<file path="src/source/lite_core_pkg.sv">
`default_nettype none

package lite_core_pkg;

    localparam int word_w = 32;
    localparam int reg_addr_w = 5;

    typedef logic [word_w-1:0] word_t;
    typedef logic [reg_addr_w-1:0] reg_addr_t;

    typedef enum logic [3:0] {
        alu_add,
        alu_sub,
        alu_slt,
        alu_sltu,
        alu_nor,
        alu_and,
        alu_or,
        alu_xor,
        alu_lui,
        alu_no_op
    } alu_op_e;

    // major opcodes of the three-register group, bits 31:15
    localparam logic [16:0] op_add_w = 17'h00020;
    localparam logic [16:0] op_sub_w = 17'h00022;
    localparam logic [16:0] op_slt   = 17'h00024;
    localparam logic [16:0] op_sltu  = 17'h00025;
    localparam logic [16:0] op_nor   = 17'h00028;
    localparam logic [16:0] op_and   = 17'h00029;
    localparam logic [16:0] op_or    = 17'h0002a;
    localparam logic [16:0] op_xor   = 17'h0002b;

    // bits 31:22
    localparam logic [9:0] op_addi = 10'h00a;
    // bits 31:25
    localparam logic [6:0] op_lu12i = 7'h0a;

    localparam logic [3:0] trace_wen_all = 4'hf;

endpackage

`default_nettype wire
</file>
<file path="src/source/pipe_if.sv">
`timescale 1ns/1ns
`default_nettype none

interface decode_exec_if;
    import lite_core_pkg::*;

    logic      valid;
    word_t     pc;
    alu_op_e   op;
    word_t     src_a;
    word_t     src_b;
    reg_addr_t dest;
    logic      wen;

    modport producer (
        output valid, pc, op, src_a, src_b, dest, wen
    );

    modport consumer (
        input valid, pc, op, src_a, src_b, dest, wen
    );
endinterface

interface exec_result_if;
    import lite_core_pkg::*;

    logic      valid;
    word_t     pc;
    reg_addr_t dest;
    logic      wen;
    word_t     result;

    modport producer (
        output valid, pc, dest, wen, result
    );

    modport consumer (
        input valid, pc, dest, wen, result
    );

    // decode only needs what identifies a pending write
    modport bypass (
        input valid, dest, wen, result
    );
endinterface

`default_nettype wire

</file>
<file path="src/source/lite_core_top.sv">
`timescale 1ns/1ns
`default_nettype none

module lite_core_top (
    input  logic                     aclk,
    input  logic                     arst_n,
    input  logic                     inst_valid,
    input  lite_core_pkg::word_t     inst_pc,
    input  lite_core_pkg::word_t     inst,
    output logic                     debug_wb_valid,
    output lite_core_pkg::word_t     debug_wb_pc,
    output logic [3:0]               debug_wb_rf_wen,
    output lite_core_pkg::reg_addr_t debug_wb_rf_wnum,
    output lite_core_pkg::word_t     debug_wb_rf_wdata
);
    import lite_core_pkg::*;

    logic      wb_wen;
    reg_addr_t wb_waddr;
    word_t     wb_wdata;
    reg_addr_t raddr_a;
    reg_addr_t raddr_b;
    word_t     rdata_a;
    word_t     rdata_b;

    decode_exec_if de_bus ();
    exec_result_if er_bus ();

    reg_file u_reg_file (
        .aclk    (aclk),
        .arst_n  (arst_n),
        .raddr_a (raddr_a),
        .raddr_b (raddr_b),
        .rdata_a (rdata_a),
        .rdata_b (rdata_b),
        .wen     (wb_wen),
        .waddr   (wb_waddr),
        .wdata   (wb_wdata)
    );

    decode_stage u_decode_stage (
        .aclk       (aclk),
        .arst_n     (arst_n),
        .inst_valid (inst_valid),
        .inst_pc    (inst_pc),
        .inst       (inst),
        .out        (de_bus.producer),
        .fwd        (er_bus.bypass),
        .wb_wen     (wb_wen),
        .wb_waddr   (wb_waddr),
        .wb_wdata   (wb_wdata),
        .raddr_a    (raddr_a),
        .raddr_b    (raddr_b),
        .rdata_a    (rdata_a),
        .rdata_b    (rdata_b)
    );

    execute_stage u_execute_stage (
        .aclk   (aclk),
        .arst_n (arst_n),
        .in     (de_bus.consumer),
        .out    (er_bus.producer)
    );

    result_stage u_result_stage (
        .aclk              (aclk),
        .arst_n            (arst_n),
        .in                (er_bus.consumer),
        .wb_wen            (wb_wen),
        .wb_waddr          (wb_waddr),
        .wb_wdata          (wb_wdata),
        .debug_wb_valid    (debug_wb_valid),
        .debug_wb_pc       (debug_wb_pc),
        .debug_wb_rf_wen   (debug_wb_rf_wen),
        .debug_wb_rf_wnum  (debug_wb_rf_wnum),
        .debug_wb_rf_wdata (debug_wb_rf_wdata)
    );

endmodule

`default_nettype wire

</file>
<file path="src/source/result_stage.sv">
`timescale 1ns/1ns
`default_nettype none

module result_stage (
    input  logic                     aclk,
    input  logic                     arst_n,
    exec_result_if.consumer          in,
    output logic                     wb_wen,
    output lite_core_pkg::reg_addr_t wb_waddr,
    output lite_core_pkg::word_t     wb_wdata,
    output logic                     debug_wb_valid,
    output lite_core_pkg::word_t     debug_wb_pc,
    output logic [3:0]               debug_wb_rf_wen,
    output lite_core_pkg::reg_addr_t debug_wb_rf_wnum,
    output lite_core_pkg::word_t     debug_wb_rf_wdata
);
    import lite_core_pkg::*;

    logic      valid_q;
    word_t     pc_q;
    reg_addr_t dest_q;
    logic      wen_q;
    word_t     result_q;

    always_ff @(posedge aclk or negedge arst_n) begin
        if (!arst_n) begin
            valid_q <= 1'b0;
        end else begin
            valid_q <= in.valid;
        end
    end

    always_ff @(posedge aclk) begin
        if (in.valid) begin
            pc_q     <= in.pc;
            dest_q   <= in.dest;
            wen_q    <= in.wen;
            result_q <= in.result;
        end
    end

    assign wb_wen   = valid_q & wen_q;
    assign wb_waddr = dest_q;
    assign wb_wdata = result_q;

    // trace mirrors the write port
    assign debug_wb_valid    = valid_q;
    assign debug_wb_pc       = pc_q;
    assign debug_wb_rf_wen   = wb_wen ? trace_wen_all : 4'h0;
    assign debug_wb_rf_wnum  = dest_q;
    assign debug_wb_rf_wdata = result_q;

endmodule

`default_nettype wire

</file>
<file path="src/source/execute_stage.sv">
`timescale 1ns/1ns
`default_nettype none

module execute_stage (
    input  logic              aclk,
    input  logic              arst_n,
    decode_exec_if.consumer   in,
    exec_result_if.producer   out
);
    import lite_core_pkg::*;

    logic      valid_q;
    word_t     pc_q;
    alu_op_e   op_q;
    word_t     src_a_q;
    word_t     src_b_q;
    reg_addr_t dest_q;
    logic      wen_q;
    word_t     result;

    always_ff @(posedge aclk or negedge arst_n) begin
        if (!arst_n) begin
            valid_q <= 1'b0;
        end else begin
            valid_q <= in.valid;
        end
    end

    always_ff @(posedge aclk) begin
        if (in.valid) begin
            pc_q    <= in.pc;
            op_q    <= in.op;
            src_a_q <= in.src_a;
            src_b_q <= in.src_b;
            dest_q  <= in.dest;
            wen_q   <= in.wen;
        end
    end

    always_comb begin
        case (op_q)
            alu_add:  result = src_a_q + src_b_q;
            alu_sub:  result = src_a_q - src_b_q;
            alu_slt:  result = {{(word_w-1){1'b0}}, $signed(src_a_q) < $signed(src_b_q)};
            alu_sltu: result = {{(word_w-1){1'b0}}, src_a_q < src_b_q};
            alu_nor:  result = ~(src_a_q | src_b_q);
            alu_and:  result = src_a_q & src_b_q;
            alu_or:   result = src_a_q | src_b_q;
            alu_xor:  result = src_a_q ^ src_b_q;
            alu_lui:  result = src_b_q;
            default:  result = '0;
        endcase
    end

    // unregistered so decode can bypass it this cycle
    assign out.valid  = valid_q;
    assign out.pc     = pc_q;
    assign out.dest   = dest_q;
    assign out.wen    = wen_q;
    assign out.result = result;

endmodule

`default_nettype wire

</file>
<file path="src/source/decode_stage.sv">
`timescale 1ns/1ns
`default_nettype none

module decode_stage (
    input  logic                     aclk,
    input  logic                     arst_n,
    input  logic                     inst_valid,
    input  lite_core_pkg::word_t     inst_pc,
    input  lite_core_pkg::word_t     inst,
    decode_exec_if.producer          out,
    exec_result_if.bypass            fwd,
    input  logic                     wb_wen,
    input  lite_core_pkg::reg_addr_t wb_waddr,
    input  lite_core_pkg::word_t     wb_wdata,
    output lite_core_pkg::reg_addr_t raddr_a,
    output lite_core_pkg::reg_addr_t raddr_b,
    input  lite_core_pkg::word_t     rdata_a,
    input  lite_core_pkg::word_t     rdata_b
);
    import lite_core_pkg::*;

    logic      valid_q;
    word_t     pc_q;
    word_t     inst_q;
    alu_op_e   op;
    logic      use_imm;
    word_t     imm;
    reg_addr_t rd;
    reg_addr_t rj;
    reg_addr_t rk;
    logic      ex_hit_a;
    logic      ex_hit_b;
    logic      wb_hit_a;
    logic      wb_hit_b;
    word_t     opnd_a;
    word_t     opnd_b;

    always_ff @(posedge aclk or negedge arst_n) begin
        if (!arst_n) begin
            valid_q <= 1'b0;
        end else begin
            valid_q <= inst_valid;
        end
    end

    always_ff @(posedge aclk) begin
        if (inst_valid) begin
            pc_q   <= inst_pc;
            inst_q <= inst;
        end
    end

    assign rd = inst_q[4:0];
    assign rj = inst_q[9:5];
    assign rk = inst_q[14:10];

    always_comb begin
        op      = alu_no_op;
        use_imm = 1'b0;
        case (inst_q[31:15])
            op_add_w: op = alu_add;
            op_sub_w: op = alu_sub;
            op_slt:   op = alu_slt;
            op_sltu:  op = alu_sltu;
            op_nor:   op = alu_nor;
            op_and:   op = alu_and;
            op_or:    op = alu_or;
            op_xor:   op = alu_xor;
            default: begin
                if (inst_q[31:22] == op_addi) begin
                    op      = alu_add;
                    use_imm = 1'b1;
                end else if (inst_q[31:25] == op_lu12i) begin
                    op      = alu_lui;
                    use_imm = 1'b1;
                end
            end
        endcase
    end

    // si20 into the upper bits, si12 sign-extended
    assign imm = (op == alu_lui) ? {inst_q[24:5], 12'b0}
                                 : {{20{inst_q[21]}}, inst_q[21:10]};

    assign raddr_a = rj;
    assign raddr_b = rk;

    // execute result wins over the pending write-back
    assign ex_hit_a = fwd.valid && fwd.wen && (fwd.dest == rj);
    assign ex_hit_b = fwd.valid && fwd.wen && (fwd.dest == rk);
    assign wb_hit_a = wb_wen && (wb_waddr == rj);
    assign wb_hit_b = wb_wen && (wb_waddr == rk);

    assign opnd_a = ex_hit_a ? fwd.result : (wb_hit_a ? wb_wdata : rdata_a);
    assign opnd_b = ex_hit_b ? fwd.result : (wb_hit_b ? wb_wdata : rdata_b);

    assign out.valid = valid_q;
    assign out.pc    = pc_q;
    assign out.op    = op;
    assign out.src_a = opnd_a;
    assign out.src_b = use_imm ? imm : opnd_b;
    assign out.dest  = rd;
    assign out.wen   = (op != alu_no_op) && (rd != '0);

endmodule

`default_nettype wire

</file>
<file path="src/source/reg_file.sv">
`timescale 1ns/1ns
`default_nettype none

module reg_file (
    input  logic                   aclk,
    input  logic                   arst_n,
    input  lite_core_pkg::reg_addr_t raddr_a,
    input  lite_core_pkg::reg_addr_t raddr_b,
    output lite_core_pkg::word_t   rdata_a,
    output lite_core_pkg::word_t   rdata_b,
    input  logic                   wen,
    input  lite_core_pkg::reg_addr_t waddr,
    input  lite_core_pkg::word_t   wdata
);
    import lite_core_pkg::*;

    word_t regs [32];

    always_ff @(posedge aclk or negedge arst_n) begin
        if (!arst_n) begin
            for (int i = 0; i < 32; i++) begin
                regs[i] <= '0;
            end
        end else if (wen && waddr != '0) begin
            regs[waddr] <= wdata;
        end
    end

    // r0 is hardwired
    assign rdata_a = (raddr_a == '0) ? '0 : regs[raddr_a];
    assign rdata_b = (raddr_b == '0) ? '0 : regs[raddr_b];

endmodule

`default_nettype wire

</file>
<file path="config.mk">
export PLATFORM = sky130hd
export DESIGN_NAME = lite_core_top
export DESIGN_NICKNAME = d
export VERILOG_FILES = /design/src/source/lite_core_pkg.sv /design/src/source/pipe_if.sv /design/src/source/lite_core_top.sv /design/src/source/result_stage.sv /design/src/source/execute_stage.sv /design/src/source/decode_stage.sv /design/src/source/reg_file.sv
export SDC_FILE = /design/constraint.sdc
export NUM_CORES = 2
export LEC_CHECK = 0
export BUFFER_PORTS_ARGS = -buffer_cell sky130_fd_sc_hd__clkbuf_2
export CAP_MARGIN = 20
export CORE_MARGIN = 1
export CORE_UTILIZATION = 60
export DETAILED_ROUTE_END_ITERATION = 12
export PLACE_DENSITY_LB_ADDON = 0.05
export RECOVER_POWER = 50
export SYNTH_ARGS = -nofsm -noshare
export SYNTH_HDL_FRONTEND = slang
export SYNTH_SLANG_ARGS = --single-unit
</file>
<file path="constraint.sdc">
create_clock -name aclk -period 3.8 [get_ports aclk]
set_input_delay 0.19 -clock aclk [delete_from_list [all_inputs] [get_ports aclk]]
set_output_delay 0.19 -clock aclk [all_outputs]
set_load 0.05 [all_outputs]
</file>
==> flow_summary.json <==
{
  "result_of_the_run": "complete, but fails checks",
  "failed_checks": "DRC, capacitance limit, slew limit",
  "power_density_mw_per_mm2": 490,
  "postSynth.asyncResetShare": 0.811,
  "timing.hold.ws_ps": 142,
  "post-route-worst-setup-slack_ps": 147,
  "antenna_found_initial": 4,
  "power.switching_fraction": 0.294,
  "synth-xor-area-share": 0.00707,
  "synth_cell_type_count": 89,
  "synth_compound_area_frac": 0.0724,
  "postSynthAreaPerCell_um2": 13.8,
  "power.share.combinational": 0.211,
  "layout.cells.most_common_list": "mux2_2, dfrtp_1, mux4_2, edfxtp_1, buf_4",
  "floorplan.io_pins": 141,
  "synth-simple-area-share": 0.0340,
  "p_r_area_growth_vs_syn_pct": 13.1,
  "totalWireLength_um": 223000,
  "fin_tns_setup_ps": 0,
  "synth-edff-count": 240,
  "ys_top_cells_by_area": "dfrtp_1, mux2_2, mux4_2",
  "place_hpwl_um": 140000,
  "post_route_cells_drive_above_1_share": 0.420,
  "power.clock.fraction": 0.357,
  "hold_path.class": "primary input to flop",
  "clock_latency_on_the_worst_skew_pair_ps": 770,
  "maxCapViolCount": 5,
  "synth-seq-cells": 1267,
  "timing.final.hold_violations": 0,
  "cts.sinks": 1267,
  "power.static_leakage_nw": 34.5,
  "nets": 5364,
  "cts-buffers-inserted": 139,
  "gp_congestion": 0.940,
  "layout.filler_cells": 8140,
  "count_of_routing_violations_after_the_opening_detailed_route_iteration": 5555,
  "synth_top_area_cell": "dfrtp_1",
  "cp-end-kind": "flop",
  "share_seq_of_total_power": 0.433,
  "die_h_um": 342,
  "grt_start_max_net_pins": 101,
  "cellInternalPower_mw": 27.1,
  "synthAdderAreaFrac": 0.0179,
  "final_area_mm2": 0.0785,
  "design.core.area_mm2": 0.115,
  "pre_repair_dr_iteration_count": 10,
  "max_transition_margin": -1.72,
  "crit_arrival_ps": 4150,
  "post-place-cells": 6503,
  "power.net_switching_mw": 11.3,
  "max-clock-path-buffers": 3,
  "rsz0062_at_grt": "false",
  "fmax_mhz": 274,
  "avgRoutedWirePerCell_um": 32.7,
  "worst_ep_required_time_ps": 4300,
  "post-layout-total-power_mw": 38.4,
  "dr_total_vias": 48248,
  "clockRootBuffer": "clkbuf_16",
  "syn_area_mm2": 0.0694,
  "cts-htree-levels": 4,
  "ys_flop_type": "dfrtp_1",
  "synth.yosys.warnings": 0,
  "ir_worst_vdd_v": 0.000460,
  "path_class": "flop to flop",
  "antenna-diode-count": 0,
  "global_route.usage.total": 0.387,
  "timing.final.crit_period_ps": 3650,
  "post_synth_inst_count": 5046,
  "placement.setup.worst_slack_ps": 92.5,
  "final_cells": 6823,
  "timing.critical_path.fanout_max": 10,
  "tritoncts": "done",
  "place_area_mm2": 0.0734,
  "setup_violations": 0,
  "placementRows": 124,
  "multiplexer_fraction_of_the_synthesized_cell_area": 0.356,
  "fp.dieArea_mm2": 0.117,
  "slew_violations": 340,
  "synth_top_family_by_area": "multiplexers",
  "clkSlewWorstSetupHoldPaths_ps": 60,
  "first_global_vias": 48529,
  "min_period_over_period": 0.961,
  "worst_clock_skew_ps": 18.1,
  "mappedNetlistNets": 5211,
  "netlist.area_leader.share": 0.370,
  "worst_setup_path_start_kind": "flop",
  "grt_first_pass_wirelength_um": 331000,
  "grt_remaining_overflow": 0,
  "sequential_element_share_of_the_synthesized_area": 0.474,
  "layout.cells.most_common": "mux2_2",
  "drc_errors": 20,
  "initial_utilization": 0.606,
  "tightestPinTransition_ps": 4080,
  "final_antenna_net_count": 0,
  "final_core_utilization": 0.686,
  "port_buffers": 140,
  "die_w_um": 342,
  "via_per_inst": 7.07,
  "cts_setup_buffers": 0
}
-- cell families (layout without fill, tap and decap cells) --
kind of cell / Yosys count / count (layout)
buf+inv: 641 / 906
fa+ha+maj: 98 / 98
flops: 1267 / 1267
simple gates: 513 / 513
xor+xnor: 56 / 56
compound gates: 742 / 742
mux: 1729 / 1729
-- flip-flops by register name (all words and copies together), names as in the netlist --
signal and cells:
u_decode_stage.inst_q 32, u_decode_stage.out.pc 32, u_decode_stage.out.valid 1, u_execute_stage.op_q 4
u_execute_stage.out.dest 5, u_execute_stage.out.pc 32, u_execute_stage.out.valid 1, u_execute_stage.out.wen 1
u_execute_stage.src_a_q 32, u_execute_stage.src_b_q 32, u_reg_file.regs 1024, u_result_stage.debug_wb_pc 32
u_result_stage.debug_wb_rf_wdata 32, u_result_stage.debug_wb_rf_wnum 5, u_result_stage.debug_wb_valid 1, u_result_stage.wen_q 1
-- routing by layer --
metal | global-route usage | share of wire | up-vias
met5 | 0 | 0.000063 | -
met4 | 0.147 | 0.042 | 2
met3 | 0.0842 | 0.092 | 526
met2 | 0.602 | 0.47 | 2537
met1 | 0.537 | 0.40 | 25497
li1 | - | - | 19686
-- power by group through the flow --
| stage | combinational [mW] | sequential [mW] | clock [mW] |
|---|---|---|---|
| 2_1_floorplan | 5.22 | 16.6 | 0 |
| 3_3_place_gp | 7.78 | 16.7 | 0 |
| 3_5_place_dp | 7.91 | 16.8 | 0 |
| 4_1_cts | 7.99 | 16.6 | 13.8 |
| 5_1_grt | 8.58 | 16.8 | 14.4 |
| 6_report | 8.10 | 16.6 | 13.7 |
-- area by class of cell --
class / instances / area, um2 / area share
sequential: 1267 / 32900 / 0.419
multi-input combinational: 3138 / 34100 / 0.434
clock inverter: 61 / 683 / 0.00870
tap: 1512 / 1890 / 0.0241
timing repair buffer: 516 / 4530 / 0.0577
inverter: 137 / 522 / 0.00665
clock buffer: 192 / 3900 / 0.0497
-- cell usage after synthesis (12+ instances only) --
cell / n
edfxtp_1: 240
inv_1: 134
nor2_1: 128
a221oi_1: 88
nand2_1: 194
nand3_1: 46
buf_1: 74
a21o_1: 15
a221o_1: 12
mux4_2: 489
clkbuf_1: 317
mux2_2: 1033
o31ai_1: 12
mux2i_1: 207
a21oi_1: 170
o21ai_0: 143
a32oi_1: 16
a211oi_1: 21
nor4_1: 12
xnor2_1: 34
nand4_1: 20
buf_2: 82
nor2b_1: 18
a31oi_1: 33
ha_1: 96
a22oi_1: 57
dfrtp_1: 1027
o221ai_1: 17
xor2_1: 22
o21ai_1: 33
nor3_1: 27
buf_4: 20
-- path summary, 6_finish.rpt --
kind / start / endpoint / slack, ps / depth (start not counted)
max reg2reg: u_decode_stage.inst_q[5] / u_execute_stage.src_a_q[28] / 150 / 10
max: u_decode_stage.inst_q[5] / u_execute_stage.src_a_q[28] / 150 / 10
min in group asynchronous: arst_n / u_reg_file.regs[577] / 840 / 2
min: inst[31] / u_decode_stage.inst_q[31] / 140 / 2
min reg2reg: u_reg_file.regs[1020] / u_reg_file.regs[1020] / 400 / 0
max in group asynchronous: arst_n / u_reg_file.regs[451] / 590 / 4
-- repair_timing --
| action | CTS | global route |
|---|---|---|
| hold endpoints to repair | 142 | 0 |
| resized for setup | 0 | 2 |
| hold buffers | 65 | 0 |
| setup endpoints to repair | 0 | 4 |
-- worst max-delay path: stages (launching register included) --
cell      delay (ps)
edfxtp_1         810
buf_4            370
buf_4            250
mux4_2           510
o21ai_0          150
nand2_1           70
a21oi_1          450
a311oi_1         200
a211oi_1         330
buf_4            200
a21oi_1           50
(Power assumes the default switching activity.)
